File: config.mk
export PLATFORM = sky130hd
export DESIGN_NAME = cpu_pipeline
export DESIGN_NICKNAME = d
export VERILOG_FILES = /design/src/verilog/cpu_isa_pkg.sv /design/src/verilog/cpu_pipe_pkg.sv /design/src/verilog/pipe_latch.sv /design/src/verilog/decode_stage.sv /design/src/verilog/operand_stage.sv /design/src/verilog/execute_stage.sv /design/src/verilog/writeback_stage.sv /design/src/verilog/cpu_pipeline.sv
export VERILOG_INCLUDE_DIRS = /design/src /design/src/verilog
export SDC_FILE = /design/constraint.sdc
export NUM_CORES = 1
export LEC_CHECK = 0
export BUFFER_PORTS_ARGS = -buffer_cell sky130_fd_sc_hd__buf_2
export CORE_UTILIZATION = 55
export CTS_CLUSTER_SIZE = 14
export DETAILED_ROUTE_END_ITERATION = 10
export PLACE_DENSITY = 0.72
export SLEW_MARGIN = 40
export SYNTH_ARGS = -nofsm -noshare
export SYNTH_HDL_FRONTEND = slang
export SYNTH_SLANG_ARGS = --single-unit
export TNS_END_PERCENT = 30
File: constraint.sdc
create_clock -name clk -period 15.3 [get_ports clk]
set_clock_uncertainty 0.1 [all_clocks]
set_input_delay 1.53 -clock clk [delete_from_list [all_inputs] [get_ports clk]]
set_output_delay 1.53 -clock clk [all_outputs]
set_load 0.02 [all_outputs]
File: src/verilog/cpu_settings.svh
`ifndef CPU_SETTINGS_SVH
`define CPU_SETTINGS_SVH

// ======================================================================
// Datapath and register file sizing
// ======================================================================
`define CPU_XLEN      32
`define CPU_NUM_GPR   8
`define CPU_GPR_IDX_W 3

// ======================================================================
// Instruction word fields
// ======================================================================
`define CPU_IMM_W     16
`define CPU_OPCODE_W  4

`endif

File: src/verilog/cpu_isa_pkg.sv
`default_nettype none

package cpu_isa_pkg;

   `include "cpu_settings.svh"

   typedef logic [`CPU_XLEN-1:0]      data_t;
   typedef logic [`CPU_GPR_IDX_W-1:0] gpr_idx_t;

   // Undefined codes fall through to NOP in decode
   typedef enum logic [`CPU_OPCODE_W-1:0] {
      OP_NOP  = 4'h0,
      OP_ADD  = 4'h1,
      OP_SUB  = 4'h2,
      OP_AND  = 4'h3,
      OP_OR   = 4'h4,
      OP_XOR  = 4'h5,
      OP_ADDI = 4'h6,
      OP_LI   = 4'h7
   } opcode_e;

   typedef enum logic [2:0] {
      ALU_ADD    = 3'd0,
      ALU_SUB    = 3'd1,
      ALU_AND    = 3'd2,
      ALU_OR     = 3'd3,
      ALU_XOR    = 3'd4,
      ALU_PASS_B = 3'd5
   } alu_op_e;

   // Instruction word with one spare bit between register fields
   typedef struct packed {
      logic [`CPU_OPCODE_W-1:0] opcode;
      logic                     spare0;
      gpr_idx_t                 dest;
      logic                     spare1;
      gpr_idx_t                 src1;
      logic                     spare2;
      gpr_idx_t                 src2;
      logic [`CPU_IMM_W-1:0]    imm;
   } instr_t;

   typedef struct packed {
      logic zero;
      logic sign;
      logic carry;
      logic overflow;
   } flags_t;

endpackage

`default_nettype wire

File: src/verilog/cpu_pipe_pkg.sv
`default_nettype none

package cpu_pipe_pkg;

   `include "cpu_settings.svh"

   // Decode latch contents
   typedef struct packed {
      cpu_isa_pkg::alu_op_e  alu_op;
      cpu_isa_pkg::gpr_idx_t src1;
      cpu_isa_pkg::gpr_idx_t src2;
      cpu_isa_pkg::gpr_idx_t dest;
      logic                  uses_src1;
      logic                  uses_src2;
      logic                  use_imm;
      cpu_isa_pkg::data_t    imm;
      logic                  writes_dest;
      logic                  writes_flags;
   } decoded_t;

   // Issue latch contents with operands already read
   typedef struct packed {
      cpu_isa_pkg::alu_op_e  alu_op;
      cpu_isa_pkg::data_t    a;
      cpu_isa_pkg::data_t    b;
      cpu_isa_pkg::gpr_idx_t dest;
      logic                  writes_dest;
      logic                  writes_flags;
   } issue_t;

   // Result latch contents
   typedef struct packed {
      cpu_isa_pkg::gpr_idx_t dest;
      logic                  writes_dest;
      logic                  writes_flags;
      cpu_isa_pkg::data_t    result;
      cpu_isa_pkg::flags_t   flags;
   } result_t;

   typedef struct packed {
      logic                  en;
      cpu_isa_pkg::gpr_idx_t idx;
      cpu_isa_pkg::data_t    data;
   } gpr_write_t;

endpackage

`default_nettype wire

File: src/verilog/pipe_latch.sv
`default_nettype none

module pipe_latch #(
   parameter type payload_t = logic
) (
   input  logic     clk,
   input  logic     arst_n,
   input  logic     in_valid,
   input  payload_t in_payload,
   output logic     in_ready,
   output logic     out_valid,
   output payload_t out_payload,
   input  logic     out_ready
);

   logic     valid_q;
   payload_t payload_q;

   // Accept when empty or when the held item leaves this cycle
   assign in_ready    = !valid_q || out_ready;
   assign out_valid   = valid_q;
   assign out_payload = payload_q;

   always_ff @(posedge clk or negedge arst_n) begin
      if (!arst_n) begin
         valid_q <= 1'b0;
      end else if (in_ready) begin
         valid_q <= in_valid;
      end
   end

   always_ff @(posedge clk) begin
      if (in_valid && in_ready) begin
         payload_q <= in_payload;
      end
   end

endmodule

`default_nettype wire

File: src/verilog/decode_stage.sv
`default_nettype none

`include "cpu_settings.svh"

module decode_stage (
   input  logic                   in_valid,
   input  cpu_isa_pkg::instr_t    in_instr,
   output logic                   in_ready,
   output logic                   dec_valid,
   output cpu_pipe_pkg::decoded_t dec,
   input  logic                   dec_ready
);

   cpu_isa_pkg::alu_op_e alu_op;
   cpu_isa_pkg::data_t   imm_ext;
   logic                 is_rr;
   logic                 is_addi;
   logic                 is_li;

   // Combinational stage passes the handshake straight through
   assign dec_valid = in_valid;
   assign in_ready  = dec_ready;

   assign imm_ext = {{(`CPU_XLEN-`CPU_IMM_W){in_instr.imm[`CPU_IMM_W-1]}}, in_instr.imm};

   // Opcode class and ALU operation
   always_comb begin
      alu_op  = cpu_isa_pkg::ALU_PASS_B;
      is_rr   = 1'b1;
      is_addi = 1'b0;
      is_li   = 1'b0;
      case (in_instr.opcode)
         cpu_isa_pkg::OP_ADD: alu_op = cpu_isa_pkg::ALU_ADD;
         cpu_isa_pkg::OP_SUB: alu_op = cpu_isa_pkg::ALU_SUB;
         cpu_isa_pkg::OP_AND: alu_op = cpu_isa_pkg::ALU_AND;
         cpu_isa_pkg::OP_OR:  alu_op = cpu_isa_pkg::ALU_OR;
         cpu_isa_pkg::OP_XOR: alu_op = cpu_isa_pkg::ALU_XOR;
         cpu_isa_pkg::OP_ADDI: begin
            alu_op  = cpu_isa_pkg::ALU_ADD;
            is_rr   = 1'b0;
            is_addi = 1'b1;
         end
         cpu_isa_pkg::OP_LI: begin
            is_rr = 1'b0;
            is_li = 1'b1;
         end
         // NOP and undefined codes touch nothing
         default: is_rr = 1'b0;
      endcase
   end

   assign dec = '{alu_op:       alu_op,
                  src1:         in_instr.src1,
                  src2:         in_instr.src2,
                  dest:         in_instr.dest,
                  uses_src1:    is_rr || is_addi,
                  uses_src2:    is_rr,
                  use_imm:      is_addi || is_li,
                  imm:          imm_ext,
                  writes_dest:  is_rr || is_addi || is_li,
                  writes_flags: is_rr || is_addi};

endmodule

`default_nettype wire

File: src/verilog/operand_stage.sv
`default_nettype none

`include "cpu_settings.svh"

module operand_stage (
   input  logic                     clk,
   input  logic                     arst_n,
   input  logic                     dec_valid,
   input  cpu_pipe_pkg::decoded_t   dec,
   output logic                     dec_ready,
   output logic                     iss_valid,
   output cpu_pipe_pkg::issue_t     iss,
   input  logic                     iss_ready,
   input  cpu_pipe_pkg::gpr_write_t gpr_wr
);

   cpu_isa_pkg::data_t      gpr_q [`CPU_NUM_GPR];
   logic [`CPU_NUM_GPR-1:0] busy_q;
   cpu_isa_pkg::data_t      opnd_a;
   cpu_isa_pkg::data_t      opnd_b;
   logic                    hazard;
   logic                    issue;

   // ======================================================================
   // Scoreboard check
   // ======================================================================

   // Sources and destination must all be free of older writers
   assign hazard = (dec.uses_src1   && busy_q[dec.src1]) ||
                   (dec.uses_src2   && busy_q[dec.src2]) ||
                   (dec.writes_dest && busy_q[dec.dest]);

   assign iss_valid = dec_valid && !hazard;
   assign dec_ready = iss_ready && !hazard;
   assign issue     = iss_valid && iss_ready;

   always_ff @(posedge clk or negedge arst_n) begin
      if (!arst_n) begin
         busy_q <= '0;
      end else begin
         if (gpr_wr.en) begin
            busy_q[gpr_wr.idx] <= 1'b0;
         end
         // An issuing dest is never busy, so it is never the one cleared here
         if (issue && dec.writes_dest) begin
            busy_q[dec.dest] <= 1'b1;
         end
      end
   end

   // ======================================================================
   // Register file with two reads and one write
   // ======================================================================

   always_ff @(posedge clk or negedge arst_n) begin
      if (!arst_n) begin
         for (int i = 0; i < `CPU_NUM_GPR; i++) begin
            gpr_q[i] <= '0;
         end
      end else if (gpr_wr.en) begin
         gpr_q[gpr_wr.idx] <= gpr_wr.data;
      end
   end

   // Unused operands read as zero
   assign opnd_a = dec.uses_src1 ? gpr_q[dec.src1] : '0;

   always_comb begin
      if (dec.use_imm) begin
         opnd_b = dec.imm;
      end else if (dec.uses_src2) begin
         opnd_b = gpr_q[dec.src2];
      end else begin
         opnd_b = '0;
      end
   end

   assign iss = '{alu_op:       dec.alu_op,
                  a:            opnd_a,
                  b:            opnd_b,
                  dest:         dec.dest,
                  writes_dest:  dec.writes_dest,
                  writes_flags: dec.writes_flags};

endmodule

`default_nettype wire

File: src/verilog/execute_stage.sv
`default_nettype none

`include "cpu_settings.svh"

module execute_stage (
   input  logic                  iss_valid,
   input  cpu_pipe_pkg::issue_t  iss,
   output logic                  iss_ready,
   output logic                  res_valid,
   output cpu_pipe_pkg::result_t res,
   input  logic                  res_ready
);

   logic [`CPU_XLEN:0]  sum;
   logic [`CPU_XLEN:0]  diff;
   cpu_isa_pkg::data_t  result;
   cpu_isa_pkg::flags_t flags;

   assign res_valid = iss_valid;
   assign iss_ready = res_ready;

   // Extra top bit holds carry out or borrow
   assign sum  = {1'b0, iss.a} + {1'b0, iss.b};
   assign diff = {1'b0, iss.a} - {1'b0, iss.b};

   always_comb begin
      flags.carry    = 1'b0;
      flags.overflow = 1'b0;
      case (iss.alu_op)
         cpu_isa_pkg::ALU_ADD: begin
            result         = sum[`CPU_XLEN-1:0];
            flags.carry    = sum[`CPU_XLEN];
            flags.overflow = (iss.a[`CPU_XLEN-1] == iss.b[`CPU_XLEN-1]) &&
                             (result[`CPU_XLEN-1] != iss.a[`CPU_XLEN-1]);
         end
         cpu_isa_pkg::ALU_SUB: begin
            result         = diff[`CPU_XLEN-1:0];
            flags.carry    = diff[`CPU_XLEN];
            flags.overflow = (iss.a[`CPU_XLEN-1] != iss.b[`CPU_XLEN-1]) &&
                             (result[`CPU_XLEN-1] != iss.a[`CPU_XLEN-1]);
         end
         cpu_isa_pkg::ALU_AND: result = iss.a & iss.b;
         cpu_isa_pkg::ALU_OR:  result = iss.a | iss.b;
         cpu_isa_pkg::ALU_XOR: result = iss.a ^ iss.b;
         default:              result = iss.b;
      endcase
      flags.zero = (result == '0);
      flags.sign = result[`CPU_XLEN-1];
   end

   assign res = '{dest:         iss.dest,
                  writes_dest:  iss.writes_dest,
                  writes_flags: iss.writes_flags,
                  result:       result,
                  flags:        flags};

endmodule

`default_nettype wire

File: src/verilog/writeback_stage.sv
`default_nettype none

module writeback_stage (
   input  logic                     clk,
   input  logic                     arst_n,
   input  logic                     res_valid,
   input  cpu_pipe_pkg::result_t    res,
   output logic                     res_ready,
   output logic                     wb_valid,
   output cpu_isa_pkg::gpr_idx_t    wb_dest,
   output logic                     wb_we,
   output cpu_isa_pkg::data_t       wb_data,
   output cpu_isa_pkg::flags_t      wb_flags,
   input  logic                     wb_ready,
   output cpu_pipe_pkg::gpr_write_t gpr_wr
);

   cpu_isa_pkg::flags_t flags_q;
   logic                retire;

   assign retire    = res_valid && wb_ready;
   assign res_ready = wb_ready;

   // Retirement port mirrors the result latch
   assign wb_valid = res_valid;
   assign wb_dest  = res.dest;
   assign wb_we    = res.writes_dest;
   assign wb_data  = res.result;

   // Show flags as they stand after this retirement
   assign wb_flags = (res_valid && res.writes_flags) ? res.flags : flags_q;

   always_ff @(posedge clk or negedge arst_n) begin
      if (!arst_n) begin
         flags_q <= '0;
      end else if (retire && res.writes_flags) begin
         flags_q <= res.flags;
      end
   end

   // Register write also frees the scoreboard entry
   assign gpr_wr = '{en: retire && res.writes_dest, idx: res.dest, data: res.result};

endmodule

`default_nettype wire

File: src/verilog/cpu_pipeline.sv
`default_nettype none

module cpu_pipeline (
   input  logic                  clk,
   input  logic                  arst_n,
   input  logic                  in_valid,
   input  cpu_isa_pkg::instr_t   in_instr,
   output logic                  in_ready,
   output logic                  wb_valid,
   output cpu_isa_pkg::gpr_idx_t wb_dest,
   output logic                  wb_we,
   output cpu_isa_pkg::data_t    wb_data,
   output cpu_isa_pkg::flags_t   wb_flags,
   input  logic                  wb_ready
);

   // Decode to decode latch
   logic                     dec_valid;
   logic                     dec_ready;
   cpu_pipe_pkg::decoded_t   dec;
   // Decode latch to operand read
   logic                     opr_valid;
   logic                     opr_ready;
   cpu_pipe_pkg::decoded_t   opr_dec;
   // Operand read to issue latch
   logic                     iss_valid;
   logic                     iss_ready;
   cpu_pipe_pkg::issue_t     iss;
   // Issue latch to execute
   logic                     exe_valid;
   logic                     exe_ready;
   cpu_pipe_pkg::issue_t     exe_iss;
   // Execute to result latch
   logic                     res_valid;
   logic                     res_ready;
   cpu_pipe_pkg::result_t    res;
   // Result latch to writeback
   logic                     wbk_valid;
   logic                     wbk_ready;
   cpu_pipe_pkg::result_t    wbk_res;
   cpu_pipe_pkg::gpr_write_t gpr_wr;

   decode_stage u_decode (
      .in_valid, .in_instr, .in_ready, .dec_valid, .dec, .dec_ready
   );

   pipe_latch #(.payload_t(cpu_pipe_pkg::decoded_t)) u_dec_latch (
      .clk, .arst_n,
      .in_valid (dec_valid), .in_payload (dec),     .in_ready  (dec_ready),
      .out_valid(opr_valid), .out_payload(opr_dec), .out_ready (opr_ready)
   );

   operand_stage u_operand (
      .clk, .arst_n,
      .dec_valid(opr_valid), .dec(opr_dec), .dec_ready(opr_ready),
      .iss_valid, .iss, .iss_ready, .gpr_wr
   );

   pipe_latch #(.payload_t(cpu_pipe_pkg::issue_t)) u_iss_latch (
      .clk, .arst_n,
      .in_valid (iss_valid), .in_payload (iss),     .in_ready  (iss_ready),
      .out_valid(exe_valid), .out_payload(exe_iss), .out_ready (exe_ready)
   );

   execute_stage u_execute (
      .iss_valid(exe_valid), .iss(exe_iss), .iss_ready(exe_ready),
      .res_valid, .res, .res_ready
   );

   pipe_latch #(.payload_t(cpu_pipe_pkg::result_t)) u_res_latch (
      .clk, .arst_n,
      .in_valid (res_valid), .in_payload (res),     .in_ready  (res_ready),
      .out_valid(wbk_valid), .out_payload(wbk_res), .out_ready (wbk_ready)
   );

   writeback_stage u_writeback (
      .clk, .arst_n,
      .res_valid(wbk_valid), .res(wbk_res), .res_ready(wbk_ready),
      .wb_valid, .wb_dest, .wb_we, .wb_data, .wb_flags, .wb_ready, .gpr_wr
   );

endmodule

`default_nettype wire

==> flow_summary_export.csv, run 1 <==
group,metric,value,unit
clocking,cts_hold_buf,0,
run_status,status,"finished, final reports clean",
cells_and_area,layout_common_cells,"271 x dfrtp_1, 269 x mux2_2, 144 x edfxtp_1",
clocking,cts_tree,"built",
setup_path,slowest_stage,"buf_4",
yosys,netlist_area,25600,sq um
sta,fmaxAchievable,191,MHz
setup_path,cp_cell_sequence,"buf_4 -> or2_2 -> nand2_1 -> o21ai_0 -> o211a_1 -> o211ai_1 -> or4_1 -> or4_1 -> or4_1 -> nor4_2",
yosys,yosysWarnings,0,
flow_run,drv_cap,0,
sta,setup_tns,0,ps
place,portBuffers,74,
floorplanning,coreArea,45700,sq um
global_routing,grt_max_degree,79,
setup_path,crit_arrival,5510,ps
yosys,async_reset_ff_share,65.3,%
global_routing,antenna_found_initial,0,
clocking,ctsHtreeMaxLevel,2,
floorplanning,dieWidth,218,um
place,place_congestion,0.960,
global_routing,grt_pass1_vias,18400,
clocking,numCtsBuffers,43,
routing,vias_per_cell,6.63,
yosys,syn_inst,2164,
yosys,ys_ff_latch,415,
sta,hold_viol_final,0,
setup_path,worstPathMaxFanout,75,
setup_path,cp-end-kind,"flop",
routing,wl_per_cell,26.5,um
clocking,clock_sinks,415,
clocking,cts_root_buf,"clkbuf_16",
floorplanning,start_util,56.0,%
setup_path,cp-start-kind,"flop",
clocking,clockBufferDepth,3,
setup_path,critPathMostFrequentCell,"or4_1",
sta,hold_ws,316,ps
yosys,seq_area_frac_synth,43.4,%
sta,min_period,5230,ps
clocking,postCtsSetupRepairBufs,0,
clocking,cts_resized,0,
setup_path,crit_required,15580,ps
cells_and_area,fill_cells,3579,
routing,drcViolationCount,0,
floorplanning,die_area,47400,sq um
clocking,insertion_delay,580,ps
sta,rsz0062_at_grt,"no",
cells_and_area,area_growth_syn_to_layout,8.04,%
global_routing,track_usage,31.6,%
yosys,ys.flop_type,"dfrtp_1",
yosys,ys_types,82,
global_routing,gr-total-overflow,0,
sta,max-slew-margin-rel,42.0,%
routing,first_pass_iters,5,
sta,setup_viol,0,
routing,drt-initial-drc-count,1938,
floorplanning,pin_count,78,
routing,ant_nets,0,
floorplanning,die_h,218,um
sta,finalCritPeriodShare,34.2,%
yosys,synth_nets,2306,
place,dpl.hpwl,48300,um
hold_path,min_path_type,"reg -> reg",
cells_and_area,drive_gt1_share,28.3,%
setup_path,setup.worst_path.class,"reg -> reg",
sta,worst_pin_slew,865,ps
cells_and_area,nNetsFinal,2286,
clocking,clkTransAtPathRegs,60,ps
cells_and_area,mostFrequentLayoutCell,"dfrtp_1",
routing,num_vias,18400,
floorplanning,num_rows,78,
global_routing,grt_pass1_wl,112000,um
yosys,syn_avg_cell_area,11.8,sq um
routing,wl,73500,um
yosys,synth_edf_count,144,
setup_path,slowest_delay,690,ps
cells_and_area,n_antenna_cell,0,
sta,final_max_slew_viol_count,0,
metal layers:
layer	part of all wire (%)	track usage [%]	vias up
met5	0	0	-
met4	2.6	9.32	0
met3	9.2	6.54	123
met2	46	48.3	856
met1	43	45.5	9387
li1	-	-	8056
cells in the mapped netlist (all sizes together), types with 10 or more instances:
cell type | n | share of area, %
a2111oi | 11 | 0.52
a211o | 11 | 0.38
a211oi | 20 | 0.61
a21o | 19 | 0.56
a21oi | 102 | 2.0
a31oi | 15 | 0.37
buf | 90 | 1.9
clkbuf | 82 | 1.2
dfrtp | 271 | 26
edfxtp | 144 | 17
ha | 104 | 5.1
inv | 118 | 1.7
mux2 | 269 | 12
mux2i | 71 | 2.8
mux4 | 135 | 12
nand2 | 121 | 1.8
nand2b | 13 | 0.32
nand3 | 33 | 0.65
nand4 | 10 | 0.24
nor2 | 110 | 1.6
nor2b | 49 | 1.2
nor3 | 31 | 0.61
nor4 | 12 | 0.32
o211ai | 19 | 0.56
o21a | 11 | 0.32
o21ai | 111 | 2.2
o31ai | 14 | 0.41
or2 | 10 | 0.24
xnor2 | 13 | 0.44
worst paths after layout:
check | from | to | slack (ps) | depth (start not counted)
worst max-delay path | u_iss_latch.out_payload[69] | u_res_latch.out_payload[3] | 10070 | 10
worst min register to register | u_iss_latch.out_payload[1] | u_res_latch.out_payload[37] | 320 | 0
min in group asynchronous | arst_n | u_operand.gpr_q[99] | 780 | 1
worst max register to register | u_iss_latch.out_payload[69] | u_res_latch.out_payload[3] | 10070 | 10
worst min-delay path | u_iss_latch.out_payload[1] | u_res_latch.out_payload[37] | 320 | 0
max in group asynchronous | arst_n | u_operand.gpr_q[52] | 12610 | 3
worst max-delay path: cells and delay by family, from the launching register on:
| kind | cells | cell delay (ps) |
|---|---|---|
| AO/OA/AOI/OAI | 3 | 650 |
| AND/OR/NAND/NOR | 6 | 3160 |
| flip-flops | 1 | 380 |
| buffers and inverters | 1 | 690 |
final cells by class:
cell class                 instances  area, sq um  share of cell area [%]
sequential                       415        11100                    40.2
inverter                         118          443                    1.60
timing repair buffer             107          678                    2.45
tap                              600          751                    2.72
multi-input combinational       1459        13300                    48.1
clock inverter                    14         93.8                   0.339
clock buffer                      65         1270                    4.59
sequential cells by signal (all words and copies together) (netlist names):
signal and count:
u_dec_latch.out_valid 1, u_iss_latch.out_valid 1, u_dec_latch.out_payload 32, u_iss_latch.out_payload 72
u_res_latch.out_valid 1, u_writeback.flags_q 4, u_res_latch.out_payload 40, u_operand.busy_q 8
u_operand.gpr_q 256
stage by stage:
step	worst slack (ps)	std cells	cell area [sq um]	util [%]
6_report	10070	2778	27700	60.5
5_1_grt	9850	2778	27700	60.5
4_1_cts	10150	2778	27600	60.5
3_5_place_dp	10240	2699	26300	57.5
3_3_place_gp	10090	2697	26200	57.4
2_1_floorplan	9650	2164	25600	-
kinds of logic (layout without fill, tap and decap cells):
group | Yosys count | in the layout | synth area share, %
AND/OR/NAND/NOR | 432 | 432 | 8.20
AO/OA/AOI/OAI | 432 | 432 | 11.3
XOR/XNOR | 14 | 14 | 0.479
buffers and inverters | 290 | 304 | 4.86
multiplexers | 475 | 475 | 26.5
flip-flops | 415 | 415 | 43.4
adder cells (fa/ha/maj) | 106 | 106 | 5.24
Power of run 1 is not shown: default switching activity piles up to over one toggle a cycle in this logic, so the estimate is an artifact.
==> inputs of run 2 (changes only) <==
==> constraint.sdc (replaced) <==
create_clock -name clk -period 5 [get_ports clk]
set_clock_uncertainty 0.1 [all_clocks]
set_input_delay 0.5 -clock clk [delete_from_list [all_inputs] [get_ports clk]]
set_output_delay 0.5 -clock clk [all_outputs]
set_load 0.02 [all_outputs]
==> flow_summary_export.csv, run 2 (same netlist as run 1, synthesis figures left out) <==
group,metric,value,unit
run_status,status,"finished, final reports clean",
routing,ant_nets,0,
place,portBuffers,74,
clocking,clock_sinks,415,
global_routing,antenna_found_initial,2,
global_routing,grt_max_degree,124,
clocking,cts_tree,"built",
cells_and_area,multiInputGateArea,13300,sq um
sta,setup_ws,203,ps
routing,drt-initial-drc-count,1947,
place,place_ws,235,ps
cells_and_area,final_cell_count_no_fill,2847,
floorplanning,num_rows,78,
clocking,clkTransAtPathRegs,60,ps
floorplanning,coreArea,45700,sq um
floorplanning,pin_count,78,
sta,final_max_slew_viol_count,0,
sta,rsz0062_at_grt,"no",
clocking,numCtsBuffers,45,
cells_and_area,n_antenna_cell,0,
setup_path,crit_arrival,5100,ps
routing,wl_per_cell,26.2,um
sta,max-slew-margin-rel,41.8,%
cells_and_area,fill_cells,3537,
clocking,clockBufferDepth,3,
place,place_congestion,0.942,
routing,vias_per_cell,6.65,
routing,top_layer,"met5",
sta,worst_pin_slew,867,ps
routing,wl_met1,31600,um
floorplanning,dieWidth,218,um
cells_and_area,seq_area,11100,sq um
cells_and_area,drive_gt1_share,29.6,%
setup_path,cp-start-kind,"flop",
global_routing,grt_pass1_wl,114000,um
global_routing,track_usage,32.1,%
clocking,insertion_delay,600,ps
global_routing,gr-total-overflow,0,
sta,hold_viol_final,0,
sta,min_period,4800,ps
sta,setup_tns,0,ps
routing,first_pass_iters,8,
sta,fmaxAchievable,208,MHz
routing,wl,74700,um
place,dpl.hpwl,50200,um
global_routing,grt_pass1_vias,18600,
clocking,ctsHtreeMaxLevel,2,
routing,num_vias,18900,
floorplanning,die_h,218,um
setup_path,crit_required,5310,ps
sta,finalCritPeriodShare,95.9,%
sta,setup_viol,0,
cells_and_area,mostFrequentLayoutCell,"dfrtp_1",
setup_path,cp-end-kind,"flop",
routing,drcViolationCount,0,
cells_and_area,area_growth_syn_to_layout,11.3,%
flow_run,drv_cap,0,
cells_and_area,layout_common_cells,"271 x dfrtp_1, 269 x mux2_2, 144 x edfxtp_1",
cells_and_area,largest_reg_flops,256,
cells_and_area,top_register,"u_operand.gpr_q",
routing,route.met3.wl,7070,um
cells_and_area,final_core_util,62.4,%
place,placed_cells,2739,
floorplanning,start_util,56.0,%
setup_path,setup.worst_path.class,"reg -> reg",
clocking,cts_root_buf,"clkbuf_16",
clocking,postCtsSetupRepairBufs,0,
setup_path,worstPathMaxFanout,9,
cells_and_area,nNetsFinal,2352,
routing,met2_length,33600,um
floorplanning,die_area,47400,sq um
hold_path,min_path_type,"in -> reg",
[run 2: path summary, 6_finish.rpt]
kind,from,end,slack (ps),depth (start not counted)
setup reg to reg,u_iss_latch.out_payload[42],u_res_latch.out_payload[3],200,12
hold / removal,in_instr[12],u_dec_latch.out_payload[14],40,1
min in group asynchronous,arst_n,u_operand.gpr_q[3],260,2
setup / recovery,u_iss_latch.out_payload[42],u_res_latch.out_payload[3],200,12
hold reg to reg,u_iss_latch.out_payload[3],u_res_latch.out_payload[39],320,0
max in group asynchronous,arst_n,u_writeback.flags_q[3],3580,3
[run 2: critical path, stage by stage (launching register included)]
cell       delay (ps)
edfxtp_1          410
inv_1              70
ha_1              470
inv_1             230
nor4_1            370
o21ai_1           200
a2111oi_1         690
nor3_1            310
a22o_1            300
a211o_1           330
or4_1             430
or4_1             470
nor4_2            250
[run 2: through the flow]
stage / cell area (sq um) / hold WS, ps
3_3_place_gp: 26500 / 301
3_5_place_dp: 26600 / 306
6_report: 28500 / 37.5
5_1_grt: 28500 / 19.7
4_1_cts: 28400 / 10.0
2_1_floorplan: 25600 / 104
[run 2: metal layers]
metal | track usage, % | vias up
met5 | 0 | -
li1 | - | 8201
met3 | 5.83 | 153
met1 | 47.0 | 9632
met4 | 11.0 | 2
met2 | 48.3 | 931
[run 2: layout make-up]
type / count / share of cell area, %
Inverter: 118 / 1.56
Timing Repair Buffer: 171 / 4.48
Sequential cell: 415 / 39.0
Clock buffer: 66 / 4.59
Tap cell: 600 / 2.64
Multi-Input combinational cell: 1459 / 46.8
Clock inverter: 18 / 0.936
[run 2: repair_timing]
item	4_1_cts	5_1_grt
hold buffers	23	0
gates resized for setup	0	1
hold endpoints to repair	130	0
endpoints found under the setup margin	0	1
Power of run 2 is left out for the same reason.
